[config.mk]
export PLATFORM = sky130hd
export DESIGN_NAME = dcacheController
export DESIGN_NICKNAME = d
export VERILOG_FILES = /design/src/design/dcacheCtrlPkg.sv /design/src/design/dcacheGeometryPkg.sv /design/src/design/dcacheController.sv
export SDC_FILE = /design/constraint.sdc
export NUM_CORES = 1
export LEC_CHECK = 0
export BUFFER_PORTS_ARGS = -buffer_cell sky130_fd_sc_hd__buf_2
export CAP_MARGIN = 25
export CORE_AREA = 10 10 47 49
export CTS_CLUSTER_SIZE = 16
export DETAILED_ROUTE_END_ITERATION = 7
export DIE_AREA = 0 0 57 59
export GPL_ROUTABILITY_DRIVEN = 0
export PLACE_DENSITY_LB_ADDON = 0.25
export SLEW_MARGIN = 20
export SYNTH_ARGS = -nofsm -noshare
export SYNTH_HDL_FRONTEND = slang
export SYNTH_SLANG_ARGS = --single-unit
export TNS_END_PERCENT = 1
[constraint.sdc]
create_clock -name clock -period 1.7 [get_ports clock]
set_input_delay 0.255 -clock clock [delete_from_list [all_inputs] [get_ports clock]]
set_output_delay 0.255 -clock clock [all_outputs]
set_load 0.02 [all_outputs]
[src/design/dcacheCtrlPkg.sv]
/*
 * Data cache control encodings: miss-handling FSM states and the
 * operation the controller requests from the backing memory.
 */
package dcacheCtrlPkg;

    // miss handling sequence
    typedef enum logic [2:0] {
        Idle      = 3'd0,
        Miss      = 3'd1,
        WriteBack = 3'd2,
        MemRead   = 3'd3,
        MemFill   = 3'd4
    } ctrlState_e;

    // held for the whole memory access
    typedef enum logic [1:0] {
        MemNone    = 2'd0,
        MemReadOp  = 2'd1,
        MemWriteOp = 2'd2
    } memOp_e;

endpackage

[src/design/dcacheGeometryPkg.sv]
/*
 * Data cache geometry: address split, cache and backing memory sizes,
 * and the fixed latency of the backing memory.
 */
package dcacheGeometryPkg;

    // byte address from the pipeline
    localparam int AddrWidth = 12;

    // word
    localparam int WordBytes = 4;
    localparam int WordWidth = 32;

    // block, the unit moved between cache and memory
    localparam int BlockBytes = 16;
    localparam int BlockWidth = 128;
    localparam int OffsetWidth = 4;

    // word index inside a block, addr[3:2]
    localparam int WordSelWidth = 2;

    // direct-mapped lines
    localparam int IndexWidth = 4;
    localparam int NumLines = 16;
    localparam int TagWidth = 4;

    // tag and index together address one memory block
    localparam int BlockAddrWidth = 8;
    localparam int NumBlocks = 256;

    // cycles from a memory strobe to its ready or done pulse
    localparam int MemLatency = 4;

    // counter width for the latency timer
    localparam int MemLatencyWidth = $clog2(MemLatency + 1);

    // power-up pattern, word address xor this key
    localparam logic [WordWidth-1:0] MemInitKey = 32'hA5A5_0000;

endpackage
[src/design/dcacheController.sv]
/*
 * Data cache controller. Detects misses, stalls the pipeline and walks
 * through write-back of a dirty victim, block fetch and line fill.
 */
`timescale 1ns/1ps

module dcacheController (
    input  logic                                         clock,
    input  logic                                         reset,
    input  logic                                         ren,
    input  logic                                         wen,
    input  logic [dcacheGeometryPkg::AddrWidth-1:0]      addr,
    input  logic                                         hit,
    input  logic                                         dirty,
    input  logic [dcacheGeometryPkg::BlockAddrWidth-1:0] victimBlockAddr,
    input  logic                                         readReady,
    input  logic                                         writeDone,
    output logic                                         stall,
    output logic                                         wordWen,
    output logic                                         fillEn,
    output dcacheCtrlPkg::memOp_e                        memOp,
    output logic [dcacheGeometryPkg::BlockAddrWidth-1:0] memBlockAddr
);

    dcacheCtrlPkg::ctrlState_e state;
    dcacheCtrlPkg::ctrlState_e nextState;

    logic request;
    logic [dcacheGeometryPkg::BlockAddrWidth-1:0] requestBlockAddr;

    // both strobes high is treated as no request
    assign request = ren ^ wen;

    assign requestBlockAddr = addr[dcacheGeometryPkg::AddrWidth-1:dcacheGeometryPkg::OffsetWidth];

    always_ff @(posedge clock or negedge reset) begin
        if (!reset) begin
            state <= dcacheCtrlPkg::Idle;
        end else begin
            state <= nextState;
        end
    end

    always_comb begin
        nextState = state;
        case (state)
            dcacheCtrlPkg::Idle: begin
                if (request && !hit) begin
                    nextState = dcacheCtrlPkg::Miss;
                end
            end
            dcacheCtrlPkg::Miss: begin
                // victim must go out before the new block comes in
                if (dirty) begin
                    nextState = dcacheCtrlPkg::WriteBack;
                end else begin
                    nextState = dcacheCtrlPkg::MemRead;
                end
            end
            dcacheCtrlPkg::WriteBack: begin
                if (writeDone) begin
                    nextState = dcacheCtrlPkg::MemRead;
                end
            end
            dcacheCtrlPkg::MemRead: begin
                if (readReady) begin
                    nextState = dcacheCtrlPkg::MemFill;
                end
            end
            dcacheCtrlPkg::MemFill: begin
                nextState = dcacheCtrlPkg::Idle;
            end
            default: begin
                nextState = dcacheCtrlPkg::Idle;
            end
        endcase
    end

    // stall is combinational in idle so a miss holds the pipeline at once
    always_comb begin
        stall = 1'b1;
        wordWen = 1'b0;
        fillEn = 1'b0;
        memOp = dcacheCtrlPkg::MemNone;
        case (state)
            dcacheCtrlPkg::Idle: begin
                stall = request && !hit;
                wordWen = wen && !ren && hit;
            end
            dcacheCtrlPkg::WriteBack: begin
                memOp = dcacheCtrlPkg::MemWriteOp;
            end
            dcacheCtrlPkg::MemRead: begin
                memOp = dcacheCtrlPkg::MemReadOp;
            end
            dcacheCtrlPkg::MemFill: begin
                fillEn = 1'b1;
            end
            default: begin
                memOp = dcacheCtrlPkg::MemNone;
            end
        endcase
    end

    // victim address only while writing back, otherwise the requested block
    always_comb begin
        if (state == dcacheCtrlPkg::WriteBack) begin
            memBlockAddr = victimBlockAddr;
        end else begin
            memBlockAddr = requestBlockAddr;
        end
    end

endmodule

---- Word level (Yosys, flattened, before mapping) ----
Cells that the tools add are included.
storage, ports and cells
  flip-flop bits (word level) ............. 3
  output and inout port bits .............. 13
  word-level logic and storage cells ...... 26
operators by class
  eq/ne operators ......................... 7
  multiplexer cells ....................... 10
  bitwise logic cells ..................... 1
  reduce and logical (&&, ||, !) cells .... 7
operators with widths
  kind                                                              count
  3-bit case mux with 4 select lines                                1
  3-bit two-way mux                                                 3
  8-bit two-way mux                                                 1
  3-bit by 2-bit == test with 1-bit output (second input constant)  2
  2-bit != test (second input constant)                             3
  1-bit two-way mux                                                 4
  2-bit case mux with 2 select lines                                1
  3-bit by 1-bit == test with 1-bit output (second input constant)  1
  3-bit == test (second input constant)                             1
  1-bit logical AND                                                 3
  3-bit logical NOT                                                 1
  3-bit AND reduction                                               1
  1-bit logical NOT                                                 2
  1-bit XOR                                                         1

---- Depth between registers and ports, before layout ----
  depth after elaboration ................. 4
  gate-level depth with buffers ........... 5
  gate-level depth less buffers ........... 5

---- Worst setup path after synthesis ----
Ideal clock, no wire load.
  path type ............................... reg-to-output
  start point ............................. reg state[2]
  end point ............................... out memBlockAddr[0] in the netlist's numbering
  data arrival time ....................... 1221 ps
  data required time ...................... 1445 ps
  setup slack ............................. 224 ps
  stages on the path, launching flop included .. 4
  path through ............................ dfrtp_1 nand2b_2 nor2_8 mux2_2
between the ends
  longest elaborated chain between the ends .. 2
RTL lines
  item                                      line                     text
  start, declared                           dcacheController.sv:25   dcacheCtrlPkg::ctrlState_e state;
  start signal, assigned                    dcacheController.sv:38   state <= dcacheCtrlPkg::Idle;
  start signal, assigned                    dcacheController.sv:40   state <= nextState;
  3-bit by 2-bit == test with 1-bit output  dcacheController.sv:107  if (state == dcacheCtrlPkg::WriteBack) begin
  8-bit two-way mux                         dcacheController.sv:107
  end, declared                             dcacheController.sv:22   output logic [dcacheGeometryPkg::BlockAddrWidth-1:0] memBlockAddr
Every way passes these cells.

---- Final worst setup path ----
  start point ............................. reg state[2]
  end point ............................... out memBlockAddr[6] in the netlist's numbering
Same word-level chain as after synthesis.

==> impl_metrics.json <==
{
  "clock_sinks": 3,
  "cp_max_fo": 4,
  "grt_max_degree": 10,
  "synthArstFlopShare_pct": 100,
  "post_cts.repair.setup_buffers": 0,
  "largest_reg_flops": 3,
  "cp_cell_sequence": "nand2b_4 -> nor2_4 -> mux2_4 -> buf_6",
  "first_pass_iters": 2,
  "synth_edf_count": 0,
  "synth_most_common_cell": "mux2_2",
  "wire_per_inst_um": 15.6,
  "drive_gt1_share_pct": 72.0,
  "design.die.area_sq_mm": 0.00336,
  "yosys_most_used_dff": "dfrtp_1",
  "hold_ws_ns": 0.241,
  "synth-warning-count": 0,
  "skew_ns": 0.000260,
  "totalWireLength_mm": 1.42,
  "cp-end-kind": "output pin",
  "synth_cell_types": 18,
  "critPathBufInv": 1,
  "cp_top_family": "simple AND/OR/NAND/NOR gates",
  "regToRegSetupSlack_ns": 0.42,
  "grt_pass1_vias": 487,
  "slowest_stage": "dfrtp_1",
  "max_stage_delay_ns": 0.37,
  "setup_viol": 0,
  "netlist_instances": 32,
  "hold_class": "primary input to flip-flop",
  "vias": 416,
  "rr_startpoint": "state[0]$_DFFE_PN0P_",
  "r2r_cells": 4,
  "area_growth_pct": 101,
  "synth_common_cells": "8 x mux2_2, 3 x dfrtp_1, 3 x nor3_1",
  "slew_viol_final": 0,
  "fp.dieH_um": 59,
  "overflow": 0,
  "drt_iter0_drc": 4,
  "top_regs": "state: 3 flops",
  "grt_pass1_wl_mm": 2.15,
  "die_w_um": 57,
  "period_needed_ns": 1.68,
  "synth_area_leader_cell": "mux2_2",
  "arrival_ns": 1.43,
  "vias_per_cell": 4.57,
  "reg2reg_to": "state[0]$_DFFE_PN0P_",
  "power_mw": 1.05,
  "core_sq_mm": 0.00140,
  "p_leak_nw": 0.332,
  "synth_area_sq_um": 304,
  "fp-row-count": 14,
  "root_buffer": "clkbuf_4",
  "synth_top_area_share_pct": 29.6,
  "period_share_pct": 99.1,
  "regMostFlops": "state",
  "post-dp-hpwl_mm": 1.14,
  "crit_path_end": "memBlockAddr[6]",
  "yosys_register_bits": 3,
  "ios": 41,
  "num-nets-final": 105,
  "p_per_area_mw_per_mm2": 1720,
  "drcViolationCount": 0,
  "crit_cells": 4,
  "ys_seq_area_share_pct": 24.7,
  "syn_nets": 61,
  "worst_ep_required_time_ns": 1.44,
  "tightest_slew_ns": 0.295,
  "vdd_drop_max_mv": 0.825,
  "start_kind": "flip-flop",
  "antenna_found_initial": 0,
  "cts_buffer_depth": 2,
  "cts_max_level": 1,
  "synth.area.top_cells": "mux2_2 30%, dfrtp_1 25%, nor2_8 6.6%",
  "final_util_pct": 43.7,
  "relSlewSlack_pct": 80.3,
  "crit_type": "flip-flop to output pin",
  "rsz0062_at_grt": "yes",
  "path_clk_slew_ns": 0.04,
  "final.setup.tns_ns": 0,
  "pre_cts_ws_ns": 0.165,
  "timing.fmax_mhz": 594,
  "postLayoutSetupSlackWorst_ns": 0.0157,
  "detail-route-antenna-nets": 0,
  "cts_tree": "built",
  "initial_core_util_pct": 21.7,
  "maxCapViolations": 0,
  "synth.avg_cell_area_sq_um": 9.50,
  "clkLatencyLatePin_ns": 0.23,
  "n_antenna_cell": 0,
  "hold_viol": 0,
  "outcome": "finished clean",
  "crit_path_start": "state[2]$_DFFE_PN0P_",
  "port_buffers": 36,
  "cts_buffers": 3,
  "gr-usage-all-layers_pct": 7.93
}
==> cell usage in the layout, fill, tap and decap left out <==
| cell | Yosys | final |
|---|---|---|
| nor2_1 | 2 | 2 |
| dfrtp_1 | 3 | 3 |
| ha_1 | 1 | 1 |
| o21bai_1 | 1 | 1 |
| nor3_1 | 3 | 2 |
| mux2_2 | 8 | 5 |
| nor3b_1 | 1 | 1 |
| o21ai_0 | 2 | 2 |
| clkbuf_4 | 0 | 3 |
| buf_6 | 0 | 3 |
| dlygate4sd3_1 | 0 | 1 |
| nor2b_1 | 1 | 1 |
| clkbuf_1 | 0 | 1 |
| buf_4 | 1 | 7 |
| nor2_4 | 0 | 1 |
| nor2_8 | 1 | 1 |
| nand2_1 | 1 | 1 |
| nor3_2 | 0 | 1 |
| nand2b_4 | 0 | 1 |
| inv_1 | 2 | 2 |
| mux2_4 | 0 | 3 |
| buf_2 | 1 | 29 |
| a211oi_1 | 1 | 1 |
| and3_1 | 1 | 1 |
| a31oi_1 | 1 | 1 |
==> metal layers <==
layer | vias up | global-route usage [%] | part of all wire [%]
met5 | - | 0 | 0
met2 | 34 | 12.1 | 42
met3 | 2 | 9.66 | 24
li1 | 202 | - | -
met1 | 178 | 6.46 | 34
met4 | 0 | 2.01 | 0.91
==> metrics by stage <==
stage,instances,instance area (sq um)
2_1_floorplan,32,304
5_1_grt,91,612
3_5_place_dp,85,514
4_1_cts,91,567
6_report,91,612
3_3_place_gp,85,514
==> worst min path at each step <==
stage | start | to | slack (ns) | cells after the start
3_3_place_gp | reset | state[1]$_DFFE_PN0P_ | 0.05 | 1
6_report | readReady | state[1]$_DFFE_PN0P_ | 0.24 | 2
4_1_cts | readReady | state[1]$_DFFE_PN0P_ | 0.24 | 2
5_1_grt | readReady | state[1]$_DFFE_PN0P_ | 0.25 | 2
3_5_place_dp | reset | state[0]$_DFFE_PN0P_ | 0.05 | 1
2_1_floorplan | reset | state[0]$_DFFE_PN0P_ | -0.04 | 0
==> cells by family (layout without fill, tap and decap cells) <==
logic type	count (synthesis)	in the layout	synth area share [%]
buffers and inverters	4	46	6.58
flip-flops	3	3	24.7
multiplexers	8	8	29.6
adder cells (fa/ha/maj)	1	1	4.11
AND/OR/NAND/NOR	11	12	24.7
AO/OA/AOI/OAI	5	5	10.3
==> timing repair <==
action / CTS / global route
gates resized for setup: 1 / 14
endpoints found under the hold margin: 3 / 0
setup endpoints to repair: 8 / 10
cloned: 1 / 0
hold buffers: 1 / 0
pin swaps: 2 / 2
==> area by class of cell <==
cell class	instances	area [sq um]
Clock buffer	4	26.3
Sequential cell	3	75.1
Fill cell	149	790
Inverter	2	7.51
Timing Repair Buffer	40	241
Multi-Input combinational cell	26	241
Tap cell	16	20.0
==> power breakdown <==
part	switching, mW	total, mW	internal [mW]
registers	0.0474	0.151	0.104
clock network	0.0343	0.122	0.0878
logic	0.406	0.779	0.372
total	0.488	1.05	0.564
Note: power is estimated with default switching activity, not from simulation.
